--- src/verilog/spi_params.svh ---
`ifndef SPI_PARAMS_SVH
`define SPI_PARAMS_SVH

// one command frame: write flag, address, data
`define SPI_FRAME_BITS 12

// register bank geometry
`define REG_ADDR_BITS 3
`define REG_DATA_BITS 8

`endif

--- src/verilog/spi_frame_pkg.sv ---
`include "spi_params.svh"

package spi_frame_pkg;

    // command frame, also the response word
    typedef logic [`SPI_FRAME_BITS-1:0] spi_word_t;

    // counts 0 .. frame length
    typedef logic [$clog2(`SPI_FRAME_BITS + 1)-1:0] spi_bit_idx_t;

    typedef enum logic {
        rx_idle,
        rx_shift
    } spi_rx_state_t;

    typedef enum logic {
        tx_idle,
        tx_shift
    } spi_tx_state_t;

endpackage

--- src/verilog/wb_reg_pkg.sv ---
`include "spi_params.svh"

package wb_reg_pkg;

    typedef logic [`REG_ADDR_BITS-1:0] reg_addr_t;
    typedef logic [`REG_DATA_BITS-1:0] reg_data_t;

    // one bus cycle per command
    typedef enum logic [1:0] {
        br_idle,
        br_bus,
        br_done
    } bridge_state_t;

endpackage
--- src/verilog/wb_if.sv ---
interface wb_if;
    import wb_reg_pkg::*;

    logic      cyc;
    logic      stb;
    logic      we;
    reg_addr_t adr;
    reg_data_t dat_w;
    reg_data_t dat_r;
    logic      ack;

    modport master (
        output cyc, stb, we, adr, dat_w,
        input  dat_r, ack
    );

    modport slave (
        input  cyc, stb, we, adr, dat_w,
        output dat_r, ack
    );

endinterface

--- src/verilog/spi_cmd_bridge.sv ---
`include "spi_params.svh"

module spi_cmd_bridge (
    input  logic                     clk,
    input  logic                     rst,
    input  spi_frame_pkg::spi_word_t rx_word,
    input  logic                     rx_valid,
    output spi_frame_pkg::spi_word_t tx_word,
    wb_if.master                     wb
);
    import wb_reg_pkg::*;

    bridge_state_t state;
    logic          cmd_we;
    reg_addr_t     cmd_adr;
    reg_data_t     cmd_dat;
    reg_data_t     resp_dat;

    // split the frame into its fields
    always_ff @(posedge clk) begin
        if (rx_valid && state == br_idle) begin
            cmd_we  <= rx_word[`SPI_FRAME_BITS-1];
            cmd_adr <= rx_word[`REG_DATA_BITS +: `REG_ADDR_BITS];
            cmd_dat <= rx_word[`REG_DATA_BITS-1:0];
        end
    end

    // a write answers with the data it wrote
    assign resp_dat = cmd_we ? cmd_dat : wb.dat_r;

    always_ff @(posedge clk or posedge rst) begin
        if (rst) begin
            state   <= br_idle;
            tx_word <= '0;
        end else begin
            case (state)
                br_idle: begin
                    if (rx_valid) begin
                        state <= br_bus;
                    end
                end
                br_bus: begin
                    if (wb.ack) begin
                        state   <= br_done;
                        tx_word <= {cmd_we, cmd_adr, resp_dat};
                    end
                end
                br_done: state <= br_idle;
                default: state <= br_idle;
            endcase
        end
    end

    // bus request lasts for the whole br_bus state
    assign wb.cyc   = (state == br_bus);
    assign wb.stb   = (state == br_bus);
    assign wb.we    = cmd_we;
    assign wb.adr   = cmd_adr;
    assign wb.dat_w = cmd_dat;

endmodule

--- src/verilog/spi_reg_bank.sv ---
`include "spi_params.svh"

module spi_reg_bank (
    input  logic                  clk,
    input  logic                  rst,
    wb_if.slave                   wb,
    output wb_reg_pkg::reg_data_t ctrl_out
);
    import wb_reg_pkg::*;

    reg_data_t regs [1 << `REG_ADDR_BITS];
    logic      ack_q;
    logic      req;

    // new request, not yet acknowledged
    assign req = wb.cyc & wb.stb & ~ack_q;

    always_ff @(posedge clk or posedge rst) begin
        if (rst) begin
            ack_q <= 1'b0;
            for (int i = 0; i < (1 << `REG_ADDR_BITS); i++) begin
                regs[i] <= '0;
            end
        end else begin
            ack_q <= req;
            // write lands on the edge where ack rises
            if (req && wb.we) begin
                regs[wb.adr] <= wb.dat_w;
            end
        end
    end

    assign wb.ack   = ack_q;
    assign wb.dat_r = regs[wb.adr];

    // register 0 drives the control port
    assign ctrl_out = regs[0];

endmodule

--- src/verilog/spi_reg_top.sv ---
`include "spi_params.svh"

module spi_reg_top (
    input  logic                      clk,
    input  logic                      rst,
    input  logic                      sclk,
    input  logic                      cs,
    input  logic                      mosi,
    output logic                      miso,
    output logic [`REG_DATA_BITS-1:0] ctrl_out
);
    import spi_frame_pkg::*;

    spi_word_t rx_word;
    spi_word_t tx_word;
    logic      rx_valid;

    wb_if wb_bus ();

    spi_slave spi_slave_i (
        .clk      (clk),
        .rst      (rst),
        .sclk     (sclk),
        .cs       (cs),
        .mosi     (mosi),
        .miso     (miso),
        .tx_word  (tx_word),
        .rx_word  (rx_word),
        .rx_valid (rx_valid)
    );

    spi_cmd_bridge spi_cmd_bridge_i (
        .clk      (clk),
        .rst      (rst),
        .rx_word  (rx_word),
        .rx_valid (rx_valid),
        .tx_word  (tx_word),
        .wb       (wb_bus.master)
    );

    spi_reg_bank spi_reg_bank_i (
        .clk      (clk),
        .rst      (rst),
        .wb       (wb_bus.slave),
        .ctrl_out (ctrl_out)
    );

endmodule

--- src/verilog/spi_slave.sv ---
`include "spi_params.svh"

module spi_slave (
    input  logic                     clk,
    input  logic                     rst,
    input  logic                     sclk,
    input  logic                     cs,
    input  logic                     mosi,
    output logic                     miso,
    input  spi_frame_pkg::spi_word_t tx_word,
    output spi_frame_pkg::spi_word_t rx_word,
    output logic                     rx_valid
);
    import spi_frame_pkg::*;

    logic [1:0]    sclk_sync;
    logic [1:0]    cs_sync;
    logic [1:0]    mosi_sync;
    logic          sclk_prev;
    logic          sclk_rise;
    logic          sclk_fall;
    logic          cs_q;
    logic          mosi_q;

    spi_rx_state_t rx_state;
    spi_bit_idx_t  rx_cnt;
    spi_word_t     rx_shreg;
    logic          rx_take;
    logic          rx_last;

    spi_tx_state_t tx_state;
    spi_bit_idx_t  tx_cnt;
    spi_word_t     tx_shreg;
    logic          tx_done;

    // two flops per pin, then sclk history for edges
    always_ff @(posedge clk or posedge rst) begin
        if (rst) begin
            sclk_sync <= '0;
            cs_sync   <= '1;
            mosi_sync <= '0;
            sclk_prev <= 1'b0;
        end else begin
            sclk_sync <= {sclk_sync[0], sclk};
            cs_sync   <= {cs_sync[0], cs};
            mosi_sync <= {mosi_sync[0], mosi};
            sclk_prev <= sclk_sync[1];
        end
    end

    assign sclk_rise = sclk_sync[1] & ~sclk_prev;
    assign sclk_fall = ~sclk_sync[1] & sclk_prev;
    assign cs_q      = cs_sync[1];
    assign mosi_q    = mosi_sync[1];

    assign rx_take = (rx_state == rx_shift) && !cs_q && sclk_fall;
    assign rx_last = (rx_cnt == spi_bit_idx_t'(`SPI_FRAME_BITS - 1));
    assign tx_done = (tx_cnt == spi_bit_idx_t'(`SPI_FRAME_BITS));

    // receive side, mosi sampled on falling sclk
    always_ff @(posedge clk or posedge rst) begin
        if (rst) begin
            rx_state <= rx_idle;
            rx_cnt   <= '0;
            rx_valid <= 1'b0;
        end else begin
            rx_valid <= 1'b0;
            case (rx_state)
                rx_idle: begin
                    rx_cnt <= '0;
                    if (!cs_q) begin
                        rx_state <= rx_shift;
                    end
                end
                rx_shift: begin
                    if (cs_q) begin
                        // partial word is dropped
                        rx_state <= rx_idle;
                    end else if (sclk_fall) begin
                        rx_cnt <= rx_cnt + 1'b1;
                        if (rx_last) begin
                            rx_valid <= 1'b1;
                            rx_state <= rx_idle;
                        end
                    end
                end
                default: rx_state <= rx_idle;
            endcase
        end
    end

    always_ff @(posedge clk) begin
        if (rx_take) begin
            rx_shreg <= {rx_shreg[`SPI_FRAME_BITS-2:0], mosi_q};
            if (rx_last) begin
                rx_word <= {rx_shreg[`SPI_FRAME_BITS-2:0], mosi_q};
            end
        end
    end

    // transmit side, miso changes on rising sclk
    always_ff @(posedge clk or posedge rst) begin
        if (rst) begin
            tx_state <= tx_idle;
            tx_cnt   <= '0;
            miso     <= 1'b0;
        end else begin
            case (tx_state)
                tx_idle: begin
                    tx_cnt <= '0;
                    miso   <= 1'b0;
                    if (!cs_q) begin
                        tx_state <= tx_shift;
                    end
                end
                tx_shift: begin
                    if (cs_q) begin
                        tx_state <= tx_idle;
                        miso     <= 1'b0;
                    end else if (sclk_rise) begin
                        if (tx_done) begin
                            miso <= 1'b0;
                        end else begin
                            miso   <= tx_shreg[`SPI_FRAME_BITS-1];
                            tx_cnt <= tx_cnt + 1'b1;
                        end
                    end
                end
                default: tx_state <= tx_idle;
            endcase
        end
    end

    // response latched as cs goes low
    always_ff @(posedge clk) begin
        if (tx_state == tx_idle && !cs_q) begin
            tx_shreg <= tx_word;
        end else if (tx_state == tx_shift && !cs_q && sclk_rise && !tx_done) begin
            tx_shreg <= {tx_shreg[`SPI_FRAME_BITS-2:0], 1'b0};
        end
    end

endmodule

--- config.mk ---
export PLATFORM = sky130hd
export DESIGN_NAME = spi_reg_top
export DESIGN_NICKNAME = d
export VERILOG_FILES = /design/src/verilog/spi_frame_pkg.sv /design/src/verilog/wb_reg_pkg.sv /design/src/verilog/wb_if.sv /design/src/verilog/spi_cmd_bridge.sv /design/src/verilog/spi_reg_bank.sv /design/src/verilog/spi_reg_top.sv /design/src/verilog/spi_slave.sv
export VERILOG_INCLUDE_DIRS = /design/src /design/src/verilog
export SDC_FILE = /design/constraint.sdc
export NUM_CORES = 1
export LEC_CHECK = 0
export ABC_AREA = 1
export BUFFER_PORTS_ARGS = -buffer_cell sky130_fd_sc_hd__buf_2
export CORE_MARGIN = 1.5
export CORE_UTILIZATION = 62
export DETAILED_ROUTE_END_ITERATION = 10
export MAX_ROUTING_LAYER = met4
export PLACE_DENSITY = 0.79
export SYNTH_ARGS = -nofsm -noshare
export SYNTH_HDL_FRONTEND = slang
export SYNTH_SLANG_ARGS = --single-unit
export TNS_END_PERCENT = 10
--- constraint.sdc ---
create_clock -name clk -period 3.3 [get_ports clk]
set_clock_uncertainty 0.15 [all_clocks]
set_input_delay 0.33 -clock clk [delete_from_list [all_inputs] [get_ports clk]]
set_output_delay 0.33 -clock clk [all_outputs]
set_load 0.01 [all_outputs]
==> flow_metrics.py, run 1 <==
metrics = {
    "outcome": {
        "status": "completed",
    },
    "final_layout": {
        "multi_input_area_sq_mm": 0.00186,
        "register_area_sq_mm": 0.00387,
        "drive_above_1_share_pct": 15.4,
        "fin_util_pct": 70.6,
        "fin_nets": 657,
        "antenna_cells": 0,
        "fillCellCount": 717,
        "synthToLayoutAreaGrowth_pct": 10.6,
    },
    "sta": {
        "layout_min_cycle_time_ns": 2.29,
        "max_slew.worst_pin.slew_ns": 0.896,
        "hold_viol_final": 0,
        "whs_ns": 0.201,
        "max_freq_mhz": 436,
        "slew_headroom_pct": 40.0,
        "rsz0062_at_grt": "false",
        "finalSetupViolCount": 0,
        "final.period_utilization_pct": 69.5,
        "fin_tns_setup_ns": 0,
        "drv_slew": 0,
    },
    "synthesis": {
        "ys_seq_area_share_pct": 62.0,
        "synthAdderAreaFrac_pct": 0.602,
        "synth_fp_nets": 646,
        "synth_xor_area_share_pct": 0.281,
        "yosys.area_share.simple_pct": 19.1,
        "yosysUniqueCellTypes": 31,
        "synth_compound_area_share_pct": 9.81,
        "ys.flop_type": "dfrtp_1",
        "ys_ff_latch": 145,
        "yosys_warnings": 0,
        "ys_async_sr_fraction_pct": 67.6,
        "synth_mux_area_share_pct": 0,
        "avgSynthCellArea_sq_um": 9.78,
        "synthCells": 638,
        "synth_top_family_by_area": "simple AND/OR/NAND/NOR gates",
        "synth-edff-count": 47,
        "syn_area_sq_mm": 0.00624,
    },
    "floorplanning": {
        "core_sq_mm": 0.00977,
        "dieArea_sq_mm": 0.0107,
        "fp-row-count": 36,
        "ios": 14,
        "initial_core_util_pct": 63.8,
        "die_w_microns": 103,
        "die_h_microns": 103,
    },
    "pwr": {
        "p_switching_mw": 0.894,
        "comb_power_share_pct": 1.8,
        "clockPowerShare_pct": 48.8,
        "switching_share_pct": 23.3,
        "ir_worst_vdd_mv": 0.436,
        "pwr-share-seq_pct": 49.5,
        "p_leak_nw": 3.16,
        "internal_power_mw": 2.94,
        "power_density_mw_per_mm2": 556,
    },
    "routing": {
        "wl_microns": 12000,
        "via_count": 4204,
        "dr.pass1.iters": 5,
        "post-route-drc-count": 0,
        "wire_per_inst_microns": 15.1,
        "drtAntennaViolNets": 0,
        "vias_per_cell": 5.29,
        "drt-initial-drc-count": 250,
    },
    "clock_tree": {
        "clk_pin_slew_worst_paths_ns": 0.06,
        "tritoncts": "built",
        "clk_latency_ns": 0.54,
        "cts_buffer_depth": 2,
        "cts_buffers": 17,
        "cts_setup_buffers": 0,
        "cts-root-buf": "clkbuf_8",
        "cts.htree.levels": 4,
        "clock_sinks": 145,
    },
    "hold_path": {
        "hold_path.class": "flop to flop",
        "whs_path_depth": 0,
        "hold_end": "spi_slave_i.sclk_sync[1]$_DFF_PP0_",
        "worstHoldStart": "spi_slave_i.sclk_sync[0]$_DFF_PP0_",
    },
    "placed_design": {
        "numPortBuffers": 13,
        "dpl.hpwl_microns": 7660,
        "gp_congestion": 0.823,
    },
    "critical_path": {
        "r2r_slack_ns": 1.01,
        "r2r_cells": 3,
        "cp-start-kind": "flop",
        "critical_path_required_ns": 3.33,
        "path_class": "flop to flop",
        "cp_max_fo": 13,
        "cp.arrival_ns": 2.33,
        "cp-end-kind": "flop",
        "timing.rr.start": "spi_slave_i.tx_state$_DFF_PP0_",
        "rr_endpoint": "spi_slave_i.tx_shreg[11]$_DFFE_PP_",
    },
    "job": {
        "drv_cap": 0,
    },
    "global_routing": {
        "grt_pass1_wl_microns": 19200,
        "antenna_found_initial": 0,
        "grt.total_usage_pct": 25.6,
        "grt_pass1_vias": 3983,
        "overflow": 0,
        "grt_max_degree": 48,
    },
}
state kept, by name, indices dropped and copies added (netlist names):
| signal | count |
|---|---|
| spi_cmd_bridge_i.state | 2 |
| spi_cmd_bridge_i.tx_word | 12 |
| spi_cmd_bridge_i.wb.adr | 3 |
| spi_cmd_bridge_i.wb.dat_w | 8 |
| spi_cmd_bridge_i.wb.we | 1 |
| spi_reg_bank_i.ctrl_out | 8 |
| spi_reg_bank_i.regs | 56 |
| spi_reg_bank_i.wb.ack | 1 |
| spi_slave_i.cs_sync | 2 |
| spi_slave_i.miso | 1 |
| spi_slave_i.mosi_sync | 2 |
| spi_slave_i.rx_cnt | 4 |
| spi_slave_i.rx_shreg | 11 |
| spi_slave_i.rx_state | 1 |
| spi_slave_i.rx_valid | 1 |
| spi_slave_i.rx_word | 12 |
| spi_slave_i.sclk_prev | 1 |
| spi_slave_i.sclk_sync | 2 |
| spi_slave_i.tx_cnt | 4 |
| spi_slave_i.tx_shreg | 12 |
| spi_slave_i.tx_state | 1 |
power groups by stage:
stage / Sequential [mW] / Combinational [mW] / Clock (mW)
after floorplan: 1.93 / 0.0477 / 0
after global placement: 1.93 / 0.0630 / 0
after detailed placement: 1.93 / 0.0665 / 0
after CTS: 1.90 / 0.0703 / 1.88
after global routing: 1.90 / 0.0813 / 1.96
final: 1.90 / 0.0684 / 1.87
critical path, stage by stage (launching register included):
cell and delay (ns):
dfrtp_1 0.44, nor2_1 0.53, inv_1 0.36, nand2_1 0.45
layer usage:
metal,track usage [%],up-vias,wire length (microns)
met5,-,-,0
met4,12.0,0,238
met3,5.98,24,592
met2,39.6,120,5830
met1,32.2,1994,5380
li1,-,2066,-
cell usage after synthesis, types with 9 or more instances:
master	number	area, sq um
nand2_1	189	709
dfrtp_1	96	2400
inv_1	79	297
edfxtp_1	47	1410
nand3_1	39	195
o21ai_1	35	175
o21ai_2	28	245
nor2_1	25	93.8
o21ai_0	20	100
a21oi_1	10	50.1
buf_4	9	67.6
buf_6	9	101
metrics by stage:
step | setup WS (ns) | cells | cell area [sq um] | power (mW)
floorplan | 0.261 | 638 | 6240 | 1.98
global placement | 1.15 | 759 | 6280 | 1.99
detailed placement | 1.02 | 759 | 6280 | 2.00
CTS | 1.01 | 795 | 6900 | 3.85
global route | 0.810 | 795 | 6900 | 3.94
finish | 1.01 | 795 | 6900 | 3.84
area by class of cell:
| class | count | area share (%) |
|---|---|---|
| clock inverter | 15 | 2.37 |
| timing repair buffer | 20 | 1.85 |
| tap | 133 | 2.41 |
| sequential | 145 | 56.0 |
| inverter | 81 | 4.44 |
| clock buffer | 17 | 6.00 |
| multi-input combinational | 384 | 26.9 |
logic make-up after synthesis:
group	count (synthesis)
and+or+nand+nor	280
DFF	145
buffers and inverters	109
AOI/OAI and AO/OA	99
adders and majority gates	3
xor gates and xnor gates	2
worst max path at each step:
stage | from | end | slack (ns) | cells past startpoint
floorplan | rst | spi_cmd_bridge_i.state[0]$_DFFE_PP0P_ | 0.26 | 1
CTS | spi_slave_i.tx_state$_DFF_PP0_ | spi_slave_i.tx_shreg[11]$_DFFE_PP_ | 1.01 | 3
detailed placement | spi_slave_i.tx_state$_DFF_PP0_ | spi_slave_i.tx_shreg[2]$_DFFE_PP_ | 1.02 | 3
finish | spi_slave_i.tx_state$_DFF_PP0_ | spi_slave_i.tx_shreg[11]$_DFFE_PP_ | 1.01 | 3
global route | spi_slave_i.tx_state$_DFF_PP0_ | spi_slave_i.tx_shreg[6]$_DFFE_PP_ | 0.81 | 3
global placement | spi_slave_i.tx_state$_DFF_PP0_ | spi_slave_i.tx_shreg[0]$_SDFFCE_PN0P_ | 1.15 | 3
cell usage in the layout, fill, tap and decap left out, types with 13 or more instances in the layout:
master	count
buf_2	13
inv_1	78
nand2_1	189
clkbuf_16	16
dfrtp_1	96
nor2_1	25
nand3_1	39
o21ai_1	35
o21ai_2	28
edfxtp_1	47
o21ai_0	20
repair_timing:
action,4_1_cts,5_1_grt
resized for setup,0,0
endpoints found under the hold margin,46,0
hold buffers,4,0
(Power assumes the default switching activity.)
==> run 2, diff against run 1 <==
--- a/config.mk
+++ b/config.mk
@@ -6,7 +6,7 @@
 export SDC_FILE = /design/constraint.sdc
 export NUM_CORES = 1
 export LEC_CHECK = 0
-export ABC_AREA = 1
+export ABC_AREA = 0
 export BUFFER_PORTS_ARGS = -buffer_cell sky130_fd_sc_hd__buf_2
 export CORE_MARGIN = 1.5
 export CORE_UTILIZATION = 62
==> constraint.sdc (replaced) <==
create_clock -name clk -period 2.3 [get_ports clk]
set_clock_uncertainty 0.15 [all_clocks]
set_input_delay 0.23 -clock clk [delete_from_list [all_inputs] [get_ports clk]]
set_output_delay 0.23 -clock clk [all_outputs]
set_load 0.01 [all_outputs]
==> run 2 against run 1 <==
Routed wire length fell by 8.7%. Flip-flop and latch count stayed put. Register-to-register slack got worse by 0.74 ns. Fmax increased by 13%. Die area decreased by 1.6%.
==> flow_metrics.py, run 2 <==
metrics = {
    "sta": {
        "finalSetupViolCount": 0,
        "max_freq_mhz": 491,
        "whs_ns": 0.0461,
        "layout_min_cycle_time_ns": 2.04,
        "fin_tns_setup_ns": 0,
        "max_slew.worst_pin.slew_ns": 0.905,
        "slew_headroom_pct": 39.5,
        "hold_viol_final": 0,
        "final.period_utilization_pct": 88.6,
        "drv_slew": 0,
        "rsz0062_at_grt": "false",
        "fin_ws_ns": 0.261,
    },
    "routing": {
        "wl_microns": 11000,
        "drt-initial-drc-count": 162,
        "drtAntennaViolNets": 0,
        "wire_per_inst_microns": 19.6,
        "dr.pass1.iters": 5,
        "via_count": 3271,
        "vias_per_cell": 5.83,
        "post-route-drc-count": 0,
    },
    "critical_path": {
        "crit_path_start": "spi_slave_i.rx_cnt[0]$_DFFE_PP0P_",
        "timing.rr.start": "spi_slave_i.rx_cnt[0]$_DFFE_PP0P_",
        "critical_path_required_ns": 2.31,
        "cp_max_fo": 12,
        "critPathTopFamily": "simple AND/OR/NAND/NOR gates",
        "crit_chain": "ha_1, nand4b_1, nor3b_1, and2_1",
        "path_class": "flop to flop",
        "cp-end-kind": "flop",
        "cp_slowest_cell": "and2_1",
        "cp-start-kind": "flop",
        "cp.arrival_ns": 2.05,
        "crit_buf_inv": 0,
        "crit_path_max_incr_delay_ns": 0.53,
    },
    "floorplanning": {
        "die_h_microns": 103,
        "die_w_microns": 103,
        "core_sq_mm": 0.00968,
        "initial_core_util_pct": 63.4,
        "fp-row-count": 36,
        "ios": 14,
        "dieArea_sq_mm": 0.0105,
    },
    "clock_tree": {
        "clock_sinks": 145,
        "cts-root-buf": "clkbuf_8",
        "cts_buffer_depth": 2,
        "clk_latency_ns": 0.53,
        "tritoncts": "built",
        "cts_setup_buffers": 0,
        "clk_pin_slew_worst_paths_ns": 0.06,
        "cts.htree.levels": 4,
        "cts_buffers": 17,
    },
    "synthesis": {
        "ys_async_sr_fraction_pct": 67.6,
        "ys.flop_type": "dfrtp_1",
        "ys_ff_latch": 145,
        "synthTopCellsByArea": "dfrtp_1, edfxtp_1, mux2_2",
        "synthAdderAreaFrac_pct": 0.611,
        "synth_fp_nets": 400,
        "avgSynthCellArea_sq_um": 15.7,
        "synth_top_family_by_area": "multiplexers",
        "synth_most_common_cell": "mux2_2",
        "ys_seq_area_share_pct": 63.0,
        "synth_xor_area_share_pct": 0.285,
        "yosys_warnings": 0,
        "yosys.area_share.simple_pct": 7.21,
        "synth_top_area_share_pct": 39.1,
        "synthCells": 392,
        "synth_mux_area_share_pct": 20.4,
        "syn_area_sq_mm": 0.00614,
        "yosysUniqueCellTypes": 51,
        "synth_compound_area_share_pct": 4.59,
        "yosys.area.top_type": "dfrtp_1",
        "synth-edff-count": 47,
        "synth_commonest_cells": "mux2_2, dfrtp_1, edfxtp_1",
    },
    "final_layout": {
        "drive_above_1_share_pct": 41.8,
        "antenna_cells": 0,
        "fin_area_sq_mm": 0.00696,
        "fin_util_pct": 71.8,
        "fillCellCount": 623,
        "largest-register": "spi_reg_bank_i.regs",
        "register_area_sq_mm": 0.00387,
        "multi_input_area_sq_mm": 0.00203,
        "fin_nets": 423,
        "final_cell_mix": "mux2_2, dfrtp_1, edfxtp_1, clkbuf_16, mux2i_1",
        "synthToLayoutAreaGrowth_pct": 13.3,
        "layout_commonest_cell": "mux2_2",
        "largest_reg_flops": 56,
    },
    "pwr": {
        "p_leak_nw": 3.12,
        "ir_worst_vdd_mv": 0.509,
        "power_density_mw_per_mm2": 813,
    },
    "placed_design": {
        "numPortBuffers": 13,
        "gp_congestion": 0.810,
        "dpl-instance-area_sq_mm": 0.00629,
        "pre_cts_ws_ns": 0.289,
        "dpl.hpwl_microns": 7170,
    },
    "global_routing": {
        "overflow": 0,
        "grt.total_usage_pct": 24.1,
        "grt_max_degree": 42,
        "grt_pass1_wl_microns": 17700,
        "grt_pass1_vias": 3311,
        "antenna_found_initial": 0,
    },
    "job": {
        "drv_cap": 0,
    },
    "outcome": {
        "status": "completed",
    },
    "hold_path": {
        "hold_path.class": "input port to asynchronous set/reset pin",
    },
}
## run 2: cell types whose count changed in the layout (fill, tap and decap cells not counted), moves of 19 or more
cell / previous run / this run
mux2_2: 0 / 97
nor2_1: 25 / 6
inv_1: 78 / 9
o21ai_2: 28 / 0
nand3_1: 39 / 3
nand2_1: 189 / 4
o21ai_1: 35 / 0
## run 2: final timing paths
check / depth (start not counted) / slack [ns] / endpoint
setup / recovery: 4 / 0.26 / spi_slave_i.rx_word[3]$_DFFE_PP_
hold / removal: 3 / 0.05 / spi_reg_bank_i.wb.ack$_DFF_PP0_
setup reg to reg: 4 / 0.26 / spi_slave_i.rx_word[3]$_DFFE_PP_
hold reg to reg: 0 / 0.20 / spi_slave_i.mosi_sync[1]$_DFF_PP0_
max in group asynchronous: 4 / 1.32 / spi_reg_bank_i.regs[1]$_DFFE_PP0P_
min in group clk: 2 / 0.20 / spi_slave_i.mosi_sync[0]$_DFF_PP0_
## run 2: worst reg2reg max path: cells and delay by family (launching register included)
| kind | cells | cell delay [ns] |
|---|---|---|
| AND/OR/NAND/NOR | 3 | 0.94 |
| flip-flops | 1 | 0.39 |
| adder cells (fa/ha/maj) | 1 | 0.19 |
## run 2: logic make-up after synthesis
family | Yosys count
AND/OR/NAND/NOR | 55
adder cells (fa/ha/maj) | 3
XOR/XNOR | 2
buffers and inverters | 36
flip-flops | 145
multiplexers | 113
AO/OA/AOI/OAI | 38
## run 2: routing by layer
layer / global-route usage [%] / wire [microns] / vias up
met5: - / 0 / -
met4: 10.4 / 195 / 0
met3: 5.56 / 341 / 13
met2: 36.4 / 5460 / 63
met1: 31.6 / 5000 / 1691
li1: - / - / 1504
## run 2: what timing repair did
action | CTS | global route
resized for setup | 0 | 0
hold buffers | 4 | 0
endpoints found under the hold margin | 101 | 0
## run 2: stage by stage
stage,instances,power (mW)
2_1_floorplan,392,2.82
3_3_place_gp,525,2.84
3_5_place_dp,525,2.85
4_1_cts,561,5.71
5_1_grt,561,5.84
6_report,561,5.66
## run 2: final cells by class
cell class / instances / area share (%)
Sequential cell: 145 / 55.6
Multi-Input combinational cell: 211 / 29.2
Clock buffer: 17 / 5.95
Timing Repair Buffer: 30 / 3.27
Clock inverter: 15 / 2.99
Tap cell: 133 / 2.39
Inverter: 10 / 0.594
## run 2: power by group
part	internal [mW]	switching, mW
clock network	1.77	1.08
registers	2.69	0.0151
logic	0.0350	0.0596
total	4.50	1.16
==> run 3, diff against run 2 <==
--- a/config.mk
+++ b/config.mk
@@ -7,12 +7,13 @@
 export NUM_CORES = 1
 export LEC_CHECK = 0
 export ABC_AREA = 0
-export BUFFER_PORTS_ARGS = -buffer_cell sky130_fd_sc_hd__buf_2
+export CAP_MARGIN = 15
 export CORE_MARGIN = 1.5
-export CORE_UTILIZATION = 62
+export CORE_UTILIZATION = 57
 export DETAILED_ROUTE_END_ITERATION = 10
+export DONT_BUFFER_PORTS = 1
 export MAX_ROUTING_LAYER = met4
-export PLACE_DENSITY = 0.79
+export PLACE_DENSITY = 0.75
 export SYNTH_ARGS = -nofsm -noshare
 export SYNTH_HDL_FRONTEND = slang
 export SYNTH_SLANG_ARGS = --single-unit
==> constraint.sdc (replaced) <==
create_clock -name clk -period 1.8 [get_ports clk]
set_clock_uncertainty 0.15 [all_clocks]
set_input_delay 0.18 -clock clk [delete_from_list [all_inputs] [get_ports clk]]
set_output_delay 0.18 -clock clk [all_outputs]
set_load 0.01 [all_outputs]
==> run 3 against run 2 <==
The run now ends with negative setup slack left. Register-to-register slack got worse by 0.30 ns. Flip-flop and latch count did not move. Power rose by 24%. Non-clock buffer count rose by 24. Die area rose by 8.5%.
==> flow_metrics.py, run 3 (synthesis gave the netlist of run 2 again) <==
metrics = {
    "outcome": {
        "status": "finished, violations left",
        "violations": "negative setup slack",
    },
    "routing": {
        "vias_per_cell": 5.74,
        "wl_microns": 12000,
        "drt-initial-drc-count": 282,
        "via_count": 3374,
        "drtAntennaViolNets": 0,
        "dr.pass1.iters": 4,
        "wire_per_inst_microns": 20.4,
        "post-route-drc-count": 0,
    },
    "final_layout": {
        "multi_input_area_sq_mm": 0.00213,
        "drive_above_1_share_pct": 47.1,
        "final_cell_mix": "dfrtp_1, mux2_2, edfxtp_1, buf_4, clkbuf_16",
        "antenna_cells": 0,
        "fin_nets": 447,
        "largest_reg_flops": 56,
        "synthToLayoutAreaGrowth_pct": 18.8,
        "largest-register": "spi_reg_bank_i.regs",
        "fin_util_pct": 70.3,
        "layout_commonest_cell": "dfrtp_1",
        "fillCellCount": 687,
        "register_area_sq_mm": 0.00387,
    },
    "placed_design": {
        "numPortBuffers": 0,
        "gp_congestion": 0.836,
        "dpl.hpwl_microns": 7390,
    },
    "sta": {
        "max_slew.worst_pin.slew_ns": 0.597,
        "rsz0062_at_grt": "true",
        "layout_min_cycle_time_ns": 1.84,
        "fin_ws_ns": -0.0353,
        "drv_slew": 0,
        "max_freq_mhz": 545,
        "finalSetupViolCount": 16,
        "final.period_utilization_pct": 102,
        "slew_headroom_pct": 60.2,
        "hold_viol_final": 0,
    },
    "global_routing": {
        "overflow": 0,
        "antenna_found_initial": 0,
        "grt_max_degree": 99,
        "grt_pass1_vias": 3586,
        "grt.total_usage_pct": 23.2,
        "grt_pass1_wl_microns": 18900,
    },
    "critical_path": {
        "crit_chain": "nor2b_1, buf_4, nand3_2, mux2_2",
        "cp-start-kind": "flop",
        "critical_path_required_ns": 2.06,
        "cp.arrival_ns": 2.10,
        "cp_max_fo": 8,
        "path_class": "flop to flop",
        "crit_path_max_incr_delay_ns": 0.51,
        "cp_slowest_cell": "edfxtp_1",
        "cp-end-kind": "flop",
    },
    "clock_tree": {
        "cts_buffer_depth": 2,
        "clk_latency_ns": 0.53,
        "cts_buffers": 17,
        "cts.htree.levels": 4,
        "cts-root-buf": "clkbuf_8",
        "tritoncts": "built",
        "clk_pin_slew_worst_paths_ns": 0.07,
        "clock_sinks": 145,
    },
    "pwr": {
        "power_mw": 7.02,
        "power_density_mw_per_mm2": 963,
        "p_leak_nw": 3.26,
        "ir_worst_vdd_mv": 0.756,
    },
    "floorplanning": {
        "ios": 14,
        "die_h_microns": 107,
        "core_sq_mm": 0.0104,
        "die_w_microns": 107,
        "dieArea_sq_mm": 0.0114,
        "initial_core_util_pct": 59.2,
        "fp-row-count": 37,
    },
    "hold_path": {
        "hold_path.class": "input port to flop",
    },
    "job": {
        "drv_cap": 0,
    },
}
==> run 3: final cells by class <==
| class | instances | share of cell area, % |
|---|---|---|
| Timing Repair Buffer | 54 | 6.81 |
| Sequential cell | 145 | 53.0 |
| Tap cell | 136 | 2.33 |
| Clock inverter | 15 | 2.30 |
| Clock buffer | 17 | 5.68 |
| Multi-Input combinational cell | 211 | 29.3 |
| Inverter | 10 | 0.566 |
==> run 3: what timing repair did <==
item	in CTS	in global routing
pin swaps	0	2
gates resized for setup	7	23
hold buffers	4	0
hold endpoints to repair	101	0
setup endpoints to repair	63	94
buffers inserted	0	3
==> run 3: layer usage <==
layer / vias to the layer above / track usage (%) / share of wire [%]
met5: - / - / 0
met1: 1745 / 30.6 / 46
met2: 56 / 34.2 / 49
met4: 0 / 11.9 / 2.0
li1: 1553 / - / -
met3: 20 / 5.11 / 2.7
==> run 3: path summary, 6_finish.rpt <==
check / from / endpoint / slack, ns / depth (start not counted)
worst max-delay path: spi_cmd_bridge_i.wb.adr[1]$_DFFE_PP_ / spi_reg_bank_i.regs[16]$_DFFE_PP0P_ / -0.04 / 4
worst min-delay path: cs / spi_slave_i.cs_sync[0]$_DFF_PP1_ / 0.05 / 1
worst max register to register: spi_cmd_bridge_i.wb.adr[1]$_DFFE_PP_ / spi_reg_bank_i.regs[16]$_DFFE_PP0P_ / -0.04 / 4
worst min register to register: spi_slave_i.mosi_sync[0]$_DFF_PP0_ / spi_slave_i.mosi_sync[1]$_DFF_PP0_ / 0.20 / 0
max in group asynchronous: rst / spi_reg_bank_i.regs[29]$_DFFE_PP0P_ / 0.94 / 3
min in group asynchronous: rst / spi_slave_i.miso$_DFFE_PP0P_ / 0.14 / 3
==> run 3: through the flow <==
stage | worst slack (ns) | instance area [sq um] | cells | hold slack (ns) | setup TNS (ns)
after floorplan | -0.349 | 6140 | 392 | 0.0345 | -8.39
after global placement | -0.0425 | 6530 | 549 | 0.0346 | -0.558
after detailed placement | -0.0932 | 6530 | 549 | 0.0346 | -2.03
after CTS | -0.0246 | 7180 | 585 | 0.0227 | -0.0380
after global routing | -0.0809 | 7290 | 588 | 0.0319 | -3.20
final | -0.0353 | 7290 | 588 | 0.0492 | -0.224
==> run 3: critical path, delay by kind of cell (launching register included) <==
kind          cells  cell delay, ns
flops             1            0.51
buf+inv           1            0.20
mux               1            0.36
simple gates      2            0.51
==> run 3: power by group <==
part	internal [mW]	total, mW	switching [mW]
registers	3.44	3.45	0.0174
logic	0.0491	0.133	0.0838
clock network	1.91	3.43	1.53
